===== src/alu_defs.svh =====
////////////////////////////////////////
// Shared widths, pipeline depth and APB
// address map of the scalar execution unit
////////////////////////////////////////

`ifndef ALU_DEFS_SVH
`define ALU_DEFS_SVH

// Operand and result width
`define ALU_DATA_W 32

// Cycles from a valid issue to the register file write
`define ALU_DEPTH 3

// Number of result registers
`define ALU_NREGS 8

// APB byte addresses
`define ALU_ADDR_OPA    8'h00
`define ALU_ADDR_OPB    8'h04
`define ALU_ADDR_CMD    8'h08
`define ALU_ADDR_STATUS 8'h0C

// Base of the result registers, entry i sits at base plus 4*i
`define ALU_ADDR_RF     8'h20

`endif


===== src/alu_pkg.sv =====
////////////////////////////////////////
// Types shared by the execution unit
// opcodes, APB states, issue and result
////////////////////////////////////////

`include "alu_defs.svh"

package alu_pkg;

    // Opcode 15 is not assigned and is rejected by the controller
    typedef enum logic [3:0] {
        LAND   = 4'd0,
        LOR    = 4'd1,
        LNOT   = 4'd2,
        POPCNT = 4'd3,
        ABS    = 4'd4,
        BSET   = 4'd5,
        BCLR   = 4'd6,
        BINV   = 4'd7,
        FGT    = 4'd8,
        FLE    = 4'd9,
        FEQ    = 4'd10,
        FNE    = 4'd11,
        SATP   = 4'd12,
        SATN   = 4'd13,
        LDR    = 4'd14
    } alu_op_e;

    // APB phase tracking in the controller
    typedef enum logic [1:0] {
        IDLE,
        SETUP,
        WAIT_RD
    } ctrl_state_e;

    // Operation broadcast from the controller to every unit
    typedef struct packed {
        logic                   valid;
        alu_op_e                op;
        logic [2:0]             dest;
        logic [`ALU_DATA_W-1:0] a;
        logic [`ALU_DATA_W-1:0] b;
    } issue_t;

    // Result of one unit, tagged with its destination register
    typedef struct packed {
        logic                   valid;
        logic [2:0]             dest;
        logic [`ALU_DATA_W-1:0] data;
    } result_t;

endpackage


===== src/alu_ctrl.sv =====
////////////////////////////////////////
// APB slave of the execution unit
// Stages operands, issues commands, tracks
// pending registers and writes results back
////////////////////////////////////////

`timescale 1ns/1ps
`include "alu_defs.svh"

module alu_ctrl (
    input  logic                   clock,
    input  logic                   rst_n,
    input  logic                   psel,
    input  logic                   penable,
    input  logic                   pwrite,
    input  logic [7:0]             paddr,
    input  logic [31:0]            pwdata,
    output logic [31:0]            prdata,
    output logic                   pready,
    output logic                   pslverr,
    output alu_pkg::issue_t        issue,
    input  alu_pkg::result_t       logic_res,
    input  alu_pkg::result_t       cmp_res,
    input  alu_pkg::result_t       ldr_res,
    input  logic [31:0]            rf_rdata,
    output logic                   rf_we,
    output logic [2:0]             rf_waddr,
    output logic [31:0]            rf_wdata,
    output logic [2:0]             rf_raddr
);
    import alu_pkg::*;

    ctrl_state_e            state;
    logic [`ALU_NREGS-1:0]  pending;
    logic [`ALU_NREGS-1:0]  set_mask;
    logic [`ALU_NREGS-1:0]  clr_mask;
    logic [`ALU_DATA_W-1:0] opa;
    logic [`ALU_DATA_W-1:0] opb;
    logic                   sel_opa, sel_opb, sel_cmd, sel_status, sel_rf;
    logic                   access, rd_wait, err, done, cmd_legal;

    // Address decode, result registers are word aligned from 0x20 to 0x3C
    assign sel_opa    = (paddr == `ALU_ADDR_OPA);
    assign sel_opb    = (paddr == `ALU_ADDR_OPB);
    assign sel_cmd    = (paddr == `ALU_ADDR_CMD);
    assign sel_status = (paddr == `ALU_ADDR_STATUS);
    assign sel_rf     = ((paddr & 8'hE3) == `ALU_ADDR_RF);

    // Command word holds the opcode in bits 3:0 and the destination in bits 6:4
    assign cmd_legal = (pwdata[3:0] != 4'hF);
    assign rf_raddr  = paddr[4:2];

    assign access  = psel && penable && (state != IDLE);
    // A read of a register still in flight stalls until its result lands
    assign rd_wait = !pwrite && sel_rf && pending[paddr[4:2]];
    assign pready  = access && !rd_wait;

    always_comb begin
        if (pwrite)
            err = !(sel_opa || sel_opb || (sel_cmd && cmd_legal));
        else
            err = !(sel_opa || sel_opb || sel_cmd || sel_status || sel_rf);
    end

    assign pslverr = pready && err;
    assign done    = pready && !err;

    always_comb begin
        prdata = '0;
        if (sel_opa)
            prdata = opa;
        else if (sel_opb)
            prdata = opb;
        else if (sel_cmd)
            prdata[6:0] = {issue.dest, issue.op};
        else if (sel_status)
            prdata[`ALU_NREGS-1:0] = pending;
        else if (sel_rf)
            prdata = rf_rdata;
    end

    always_ff @(posedge clock or negedge rst_n) begin
        if (!rst_n) begin
            state <= IDLE;
        end else begin
            case (state)
                IDLE:    if (psel && !penable) state <= SETUP;
                SETUP:   if (!access || pready) state <= IDLE;
                         else state <= WAIT_RD;
                WAIT_RD: if (pready || !psel) state <= IDLE;
                default: state <= IDLE;
            endcase
        end
    end

    // Operands are latched into the issue word when the command lands
    always_ff @(posedge clock or negedge rst_n) begin
        if (!rst_n) begin
            opa   <= '0;
            opb   <= '0;
            issue <= '0;
        end else begin
            issue.valid <= 1'b0;
            if (done && pwrite) begin
                if (sel_opa)
                    opa <= pwdata;
                if (sel_opb)
                    opb <= pwdata;
                if (sel_cmd) begin
                    issue.valid <= 1'b1;
                    issue.op    <= alu_op_e'(pwdata[3:0]);
                    issue.dest  <= pwdata[6:4];
                    issue.a     <= opa;
                    issue.b     <= opb;
                end
            end
        end
    end

    // At most one unit presents a valid result in any cycle
    always_comb begin
        rf_we    = 1'b0;
        rf_waddr = '0;
        rf_wdata = '0;
        if (logic_res.valid) begin
            rf_we    = 1'b1;
            rf_waddr = logic_res.dest;
            rf_wdata = logic_res.data;
        end else if (cmp_res.valid) begin
            rf_we    = 1'b1;
            rf_waddr = cmp_res.dest;
            rf_wdata = cmp_res.data;
        end else if (ldr_res.valid) begin
            rf_we    = 1'b1;
            rf_waddr = ldr_res.dest;
            rf_wdata = ldr_res.data;
        end
    end

    always_comb begin
        set_mask = '0;
        clr_mask = '0;
        if (done && pwrite && sel_cmd)
            set_mask[pwdata[6:4]] = 1'b1;
        if (rf_we)
            clr_mask[rf_waddr] = 1'b1;
    end

    // A new issue to a register wins over the retiring write of the same register
    always_ff @(posedge clock or negedge rst_n) begin
        if (!rst_n)
            pending <= '0;
        else
            pending <= (pending & ~clr_mask) | set_mask;
    end

endmodule


===== src/alu_fp_cmp_unit.sv =====
////////////////////////////////////////
// Two stage float compare and saturation
// Operands are assumed not to be NaN
////////////////////////////////////////

`timescale 1ns/1ps
`include "alu_defs.svh"

module alu_fp_cmp_unit (
    input  logic             clock,
    input  logic             rst_n,
    input  alu_pkg::issue_t  issue,
    output alu_pkg::result_t res
);
    import alu_pkg::*;

    // Maps a float onto an unsigned key with the same ordering
    function automatic logic [`ALU_DATA_W-1:0] order_key(input logic [`ALU_DATA_W-1:0] x);
        logic [`ALU_DATA_W-1:0] v;
        // Negative zero folds onto positive zero
        v = (x[`ALU_DATA_W-2:0] == '0) ? '0 : x;
        if (v[`ALU_DATA_W-1])
            order_key = ~v;
        else
            order_key = {1'b1, v[`ALU_DATA_W-2:0]};
    endfunction

    logic [`ALU_DATA_W-1:0] key_a;
    logic [`ALU_DATA_W-1:0] key_b;
    logic [`ALU_DATA_W-1:0] data;
    logic                   is_cmp;
    issue_t                 s1;
    logic                   s1_gt;
    logic                   s1_eq;

    assign is_cmp = issue.op inside {FGT, FLE, FEQ, FNE, SATP, SATN};
    assign key_a  = order_key(issue.a);
    assign key_b  = order_key(issue.b);

    // Stage one keeps the operands and the two ordering flags
    always_ff @(posedge clock or negedge rst_n) begin
        if (!rst_n) begin
            s1    <= '0;
            s1_gt <= 1'b0;
            s1_eq <= 1'b0;
        end else begin
            s1.valid <= issue.valid && is_cmp;
            s1.op    <= issue.op;
            s1.dest  <= issue.dest;
            s1.a     <= issue.a;
            s1.b     <= issue.b;
            s1_gt    <= key_a > key_b;
            s1_eq    <= key_a == key_b;
        end
    end

    always_comb begin
        case (s1.op)
            FGT:     data = `ALU_DATA_W'(s1_gt);
            FLE:     data = `ALU_DATA_W'(!s1_gt);
            FEQ:     data = `ALU_DATA_W'(s1_eq);
            FNE:     data = `ALU_DATA_W'(!s1_eq);
            SATP:    data = s1_gt ? s1.b : s1.a;
            SATN:    data = (!s1_gt && !s1_eq) ? s1.b : s1.a;
            default: data = '0;
        endcase
    end

    always_ff @(posedge clock or negedge rst_n) begin
        if (!rst_n) begin
            res <= '0;
        end else begin
            res.valid <= s1.valid;
            res.dest  <= s1.dest;
            res.data  <= data;
        end
    end

endmodule


===== src/alu_logic_unit.sv =====
////////////////////////////////////////
// Single stage bitwise logic unit
// Handles LAND to BINV
////////////////////////////////////////

`timescale 1ns/1ps
`include "alu_defs.svh"

module alu_logic_unit (
    input  logic             clock,
    input  logic             rst_n,
    input  alu_pkg::issue_t  issue,
    output alu_pkg::result_t res
);
    import alu_pkg::*;

    logic [`ALU_DATA_W-1:0] data;
    logic [`ALU_DATA_W-1:0] bit_mask;
    logic [5:0]             ones;
    logic                   is_logic;

    assign is_logic = issue.op inside {LAND, LOR, LNOT, POPCNT, ABS, BSET, BCLR, BINV};

    // Single bit selected by the low five bits of B
    assign bit_mask = `ALU_DATA_W'(1) << issue.b[4:0];

    // Count of set bits in A, at most 32 so six bits suffice
    always_comb begin
        ones = '0;
        for (int i = 0; i < `ALU_DATA_W; i++)
            ones = ones + 6'(issue.a[i]);
    end

    always_comb begin
        case (issue.op)
            LAND:    data = issue.a & issue.b;
            LOR:     data = issue.a | issue.b;
            LNOT:    data = ~issue.a;
            POPCNT:  data = `ALU_DATA_W'(ones);
            ABS:     data = {1'b0, issue.a[`ALU_DATA_W-2:0]};
            BSET:    data = issue.a | bit_mask;
            BCLR:    data = issue.a & ~bit_mask;
            BINV:    data = issue.a ^ bit_mask;
            default: data = '0;
        endcase
    end

    always_ff @(posedge clock or negedge rst_n) begin
        if (!rst_n) begin
            res <= '0;
        end else begin
            res.valid <= issue.valid && is_logic;
            res.dest  <= issue.dest;
            res.data  <= data;
        end
    end

endmodule


===== src/alu_regfile.sv =====
////////////////////////////////////////
// Result register file
// One synchronous write, one async read
////////////////////////////////////////

`timescale 1ns/1ps
`include "alu_defs.svh"

module alu_regfile (
    input  logic                   clock,
    input  logic                   rst_n,
    input  logic                   we,
    input  logic [2:0]             waddr,
    input  logic [`ALU_DATA_W-1:0] wdata,
    input  logic [2:0]             raddr,
    output logic [`ALU_DATA_W-1:0] rdata
);

    logic [`ALU_DATA_W-1:0] regs [`ALU_NREGS];

    always_ff @(posedge clock or negedge rst_n) begin
        if (!rst_n) begin
            for (int i = 0; i < `ALU_NREGS; i++)
                regs[i] <= '0;
        end else if (we) begin
            regs[waddr] <= wdata;
        end
    end

    // Read is combinational so a result is visible the cycle after its write
    assign rdata = regs[raddr];

endmodule


===== src/alu_slice.sv =====
////////////////////////////////////////
// Delay line of result structs that
// brings every unit to one latency
////////////////////////////////////////

`timescale 1ns/1ps

module alu_slice #(
    parameter int N_STAGES = 1
) (
    input  logic             clock,
    input  logic             rst_n,
    input  alu_pkg::result_t din,
    output alu_pkg::result_t dout
);
    import alu_pkg::*;

    generate
        if (N_STAGES == 0) begin : g_wire
            assign dout = din;
        end else begin : g_pipe
            result_t stage [N_STAGES];

            always_ff @(posedge clock or negedge rst_n) begin
                if (!rst_n) begin
                    for (int i = 0; i < N_STAGES; i++)
                        stage[i] <= '0;
                end else begin
                    stage[0] <= din;
                    for (int i = 1; i < N_STAGES; i++)
                        stage[i] <= stage[i-1];
                end
            end

            assign dout = stage[N_STAGES-1];
        end
    endgenerate

endmodule


===== src/alu_top.sv =====
////////////////////////////////////////
// Scalar execution unit top level
// APB controller, units, delay lines and
// the result register file
////////////////////////////////////////

`timescale 1ns/1ps
`include "alu_defs.svh"

module alu_top (
    input  logic                   clock,
    input  logic                   rst_n,
    input  logic                   psel,
    input  logic                   penable,
    input  logic                   pwrite,
    input  logic [7:0]             paddr,
    input  logic [`ALU_DATA_W-1:0] pwdata,
    output logic [`ALU_DATA_W-1:0] prdata,
    output logic                   pready,
    output logic                   pslverr
);
    import alu_pkg::*;

    issue_t                 issue;
    result_t                logic_early, logic_res;
    result_t                cmp_early, cmp_res;
    result_t                ldr_in, ldr_res;
    logic                   rf_we;
    logic [2:0]             rf_waddr, rf_raddr;
    logic [`ALU_DATA_W-1:0] rf_wdata, rf_rdata;

    alu_ctrl i_alu_ctrl (
        .clock     (clock),
        .rst_n     (rst_n),
        .psel      (psel),
        .penable   (penable),
        .pwrite    (pwrite),
        .paddr     (paddr),
        .pwdata    (pwdata),
        .prdata    (prdata),
        .pready    (pready),
        .pslverr   (pslverr),
        .issue     (issue),
        .logic_res (logic_res),
        .cmp_res   (cmp_res),
        .ldr_res   (ldr_res),
        .rf_rdata  (rf_rdata),
        .rf_we     (rf_we),
        .rf_waddr  (rf_waddr),
        .rf_wdata  (rf_wdata),
        .rf_raddr  (rf_raddr)
    );

    alu_logic_unit i_alu_logic_unit (
        .clock (clock),
        .rst_n (rst_n),
        .issue (issue),
        .res   (logic_early)
    );

    alu_slice #(.N_STAGES(`ALU_DEPTH - 1)) i_logic_slice (
        .clock (clock),
        .rst_n (rst_n),
        .din   (logic_early),
        .dout  (logic_res)
    );

    alu_fp_cmp_unit i_alu_fp_cmp_unit (
        .clock (clock),
        .rst_n (rst_n),
        .issue (issue),
        .res   (cmp_early)
    );

    alu_slice #(.N_STAGES(`ALU_DEPTH - 2)) i_cmp_slice (
        .clock (clock),
        .rst_n (rst_n),
        .din   (cmp_early),
        .dout  (cmp_res)
    );

    // Register load needs no unit, operand A goes straight into its delay line
    always_comb begin
        ldr_in.valid = issue.valid && (issue.op == LDR);
        ldr_in.dest  = issue.dest;
        ldr_in.data  = issue.a;
    end

    alu_slice #(.N_STAGES(`ALU_DEPTH)) i_ldr_slice (
        .clock (clock),
        .rst_n (rst_n),
        .din   (ldr_in),
        .dout  (ldr_res)
    );

    alu_regfile i_alu_regfile (
        .clock (clock),
        .rst_n (rst_n),
        .we    (rf_we),
        .waddr (rf_waddr),
        .wdata (rf_wdata),
        .raddr (rf_raddr),
        .rdata (rf_rdata)
    );

endmodule


===== config.mk =====
export PLATFORM = sky130hd
export DESIGN_NAME = alu_top
export DESIGN_NICKNAME = d
export VERILOG_FILES = /design/src/alu_pkg.sv /design/src/alu_ctrl.sv /design/src/alu_fp_cmp_unit.sv /design/src/alu_logic_unit.sv /design/src/alu_regfile.sv /design/src/alu_slice.sv /design/src/alu_top.sv
export VERILOG_INCLUDE_DIRS = /design/src
export SDC_FILE = /design/constraint.sdc
export NUM_CORES = 1
export LEC_CHECK = 0
export ABC_AREA = 1
export CORE_MARGIN = 5
export CORE_UTILIZATION = 45
export DETAILED_ROUTE_END_ITERATION = 10
export DONT_BUFFER_PORTS = 1
export GPL_ROUTABILITY_DRIVEN = 1
export PLACE_DENSITY = 0.71
export SLEW_MARGIN = 20
export SYNTH_ARGS = -nofsm -noshare
export SYNTH_HDL_FRONTEND = slang
export SYNTH_SLANG_ARGS = --single-unit

===== constraint.sdc =====
create_clock -name clock -period 4.8 [get_ports clock]
set_clock_uncertainty 0.15 [all_clocks]
set_input_delay 0.48 -clock clock [delete_from_list [all_inputs] [get_ports clock]]
set_output_delay 0.48 -clock clock [all_outputs]
set_load 0.005 [all_outputs]

==> flow_summary.yaml <==
run_status:
  outcome: "finished with violations"
  violations: "negative hold slack, max-slew violations, negative setup slack"
cells_and_area:
  layout_common_cells: "nand2_1 (774), dfrtp_1 (713), inv_1 (348)"
  final_nets: 3386
  fin_area_mm2: 0.0347
  syn_to_final_growth_pct: 12.3
  drive_gt1_share_pct: 7.15
  layoutNonFillerInstCount: 4213
  final_common_cell: "nand2_1"
hold_path:
  hp-class: "in -> async"
die:
  core_mm2: 0.0683
  start_util_pct: 45.2
  die-area_mm2: 0.0740
  die_w_um: 272
  num_rows: 96
  dieHeight_um: 272
  ios: 79
sta:
  max_freq_mhz: 194
  fin_crit_sh_pct: 107
  rsz0062_at_grt: "true"
  fin_ws_ps: -343
  fin_crit_ps: 5140
  slew_viol_final: 655
  maxSlewHeadroom_pct: -124
  setup_viol: 3
  hold_slack_ps: -547
  worstMarginPinSlew_ps: 3370
  hold_violations: 225
clocking:
  insertion_delay_ps: 630
  clock_sinks: 714
  cts_max_path_buffers: 3
  htreeDepth: 3
  clk_pin_slew_ps: 70
  cts_buffers: 74
  cts_tree: "yes"
  cts_root_buf: "clkbuf_16"
  hold_buffers: 35
drt:
  via_per_inst: 5.56
  firstDrtPassIters: 6
  drtAntennaViolNets: 0
  vias: 23400
  drc_errors: 0
  wire_per_inst_um: 21.5
  drt_iter0_drc: 2736
  totalWireLength_um: 90700
power_and_ir_drop:
  finalPower_mw: 12.1
  leakage_nw: 16.6
  powerDensity_mw_per_mm2: 349
  vdd_drop_max_mv: 0.265
global_route:
  antenna_found_initial: 5
  grt_max_degree: 715
  grt_util_met2_pct: 36.6
  grt.total_usage_pct: 24.5
  met3_usage_pct: 7.62
  gr-total-overflow: 0
  globalRouteMet1Util_pct: 33.9
  grt_pass1_vias: 22900
  grt-busiest-layer: "met2"
  grt_first_pass_wirelength_um: 140000
placement:
  dp.cells: 4044
  dpl-instance-area_mm2: 0.0318
  dp_hpwl_um: 59300
  port_buffers: 0
  dp_slack_ps: -345
  gp_congestion: 0.980
run:
  maxCapViolations: 0
critical_path:
  r2r_setup_slack_ps: -340
  start_kind: "flop"
  cp_max_fo: 2
  end_kind: "flop"
  reg2reg_depth: 17
  cp_data_arrival_time_ps: 5530
  path_cells: "inv_2, ha_4, inv_2, fa_1, fa_1, fa_1, fa_1, fa_1, fa_1, fa_2, fa_2, nor2_2, or2_2, a21oi_2, nand2_1, nand2_1, o211ai_1"
  regToRegStartpoint: "i_alu_ctrl.issue[32]"
  critPathKind: "reg -> reg"
  crit_path_frequent_cell: "fa_1"
  r2r-end: "i_alu_logic_unit.res[4]"
  critPathRequiredTime_ps: 5190
  cpMaxStageDelayCell: "fa_1"
  cpPeakStageDelay_ps: 520
yosys:
  yosys.area.top_type: "dfrtp_1"
  syn_area_mm2: 0.0309
  async_flop_share_pct: 100
  synth_edf_count: 0
  synth_cell_type_count: 48
  yosys_warnings: 0
  ys.flop_type: "dfrtp_1"
  avgSynthCellArea_um2: 9.46
  synth_seq_cells: 714
  synth_top_area_share_pct: 57.8
  synthCells: 3268
  synthesis.nets: 3378
  ys_seq_area_share_pct: 57.8
  synth.area.top_cells: "dfrtp_1 (58%), nand2_1 (9.4%), o21ai_0 (5.1%), inv_1 (4.3%), o21a_1 (2.3%)"
==> worst max-delay path by stage <==
stage,slack [ps],start,end
6_report,-340,i_alu_ctrl.issue[32],i_alu_logic_unit.res[4]
5_1_grt,-520,i_alu_ctrl.issue[32],i_alu_logic_unit.res[4]
4_1_cts,-330,i_alu_ctrl.issue[32],i_alu_logic_unit.res[4]
3_5_place_dp,-350,i_alu_ctrl.issue[32],i_alu_logic_unit.res[4]
3_3_place_gp,-340,i_alu_ctrl.issue[32],i_alu_logic_unit.res[4]
2_1_floorplan,-220,i_alu_ctrl.issue[32],i_alu_logic_unit.res[4]
==> cell families (layout without fill, tap and decap cells) <==
family | Yosys count | count (layout) | share of synthesized area (%)
simple gates | 1081 | 1081 | 14.5
flops | 714 | 714 | 57.8
buf+inv | 543 | 602 | 7.32
compound gates | 804 | 804 | 15.5
xor+xnor | 60 | 60 | 1.70
mux | 1 | 1 | 0.0324
fa+ha+maj | 65 | 65 | 3.21
other cells | 0 | 4 | 0
==> layout make-up <==
class,instances,area (um2)
antenna,4,10.0
clock buffer,105,2150
clock inverter,22,358
fill,6062,33600
inverter,363,1370
multi-input combinational,2011,10900
sequential,714,17900
tap,882,1100
timing repair buffer,112,941
==> sequential cells by signal, summed over array words and instances, names as in the netlist <==
signal and count:
i_alu_regfile.regs 256, i_alu_ctrl.issue 72, i_ldr_slice.g_pipe.stage 72, i_alu_fp_cmp_unit.s1 37, i_ldr_slice.dout 36, i_alu_fp_cmp_unit.res 33
i_alu_logic_unit.res 33, i_cmp_slice.dout 33, i_logic_slice.dout 33, i_logic_slice.g_pipe.stage 33, i_alu_ctrl.opa 32, i_alu_ctrl.opb 32
i_alu_ctrl.pending 8, i_alu_ctrl.state 2, i_alu_fp_cmp_unit.s1_eq 1, i_alu_fp_cmp_unit.s1_gt 1
==> through the flow <==
stage | setup TNS (ps) | utilization [%]
2_1_floorplan | -604 | -
3_3_place_gp | -922 | 46.5
3_5_place_dp | -950 | 46.5
4_1_cts | -898 | 50.7
5_1_grt | -1710 | 50.8
6_report | -970 | 50.8
==> where the power goes <==
group | internal (mW) | switching (mW) | total [mW]
Combinational | 0.0450 | 0.107 | 0.152
Sequential | 6.02 | 0.000839 | 6.02
Clock | 3.55 | 2.40 | 5.95
==> worst max-delay path: cells and delay by family, from the launching register on <==
family,cells,cell delay (ps)
compound gates,2,200
fa+ha+maj,9,3890
simple gates,4,330
flops,1,360
buf+inv,2,100
==> cells in the mapped netlist (2+ instances only) <==
library cell and instances:
buf_6 15, a22oi_1 11, fa_1 24, buf_2 59, nand4_1 35, o31ai_1 16, nor2_1 99, a221oi_1 2
buf_4 9, a32oi_1 3, and3_1 2, a21oi_1 113, inv_1 351, o211ai_1 39, o21ai_1 70, dfrtp_1 714
o21a_1 96, o221ai_1 23, nor2_8 3, or2_2 3, nand3_1 130, nor3_1 15, ha_1 41, buf_1 16
nand3_2 2, nor4_1 4, nand2_1 776, o2111ai_1 7, a22o_1 30, clkinv_1 7, clkbuf_1 81, o21ai_0 316
inv_2 4, xor2_1 60, nor2_2 6, o22ai_1 74
==> layer usage <==
metal / routed length, um / share of wire, %
met1: 37300 / 41
met3: 9600 / 11
met2: 39900 / 44
met5: 34 / 0.037
met4: 3890 / 4.3
==> what timing repair did <==
item / 4_1_cts / 5_1_grt
endpoints found under the setup margin: 3 / 5
pin swaps: 1 / 1
hold endpoints to repair: 795 / 714
gates resized for setup: 3 / 5
buffers inserted: 2 / 1
Power figures use the tool's default switching activity.
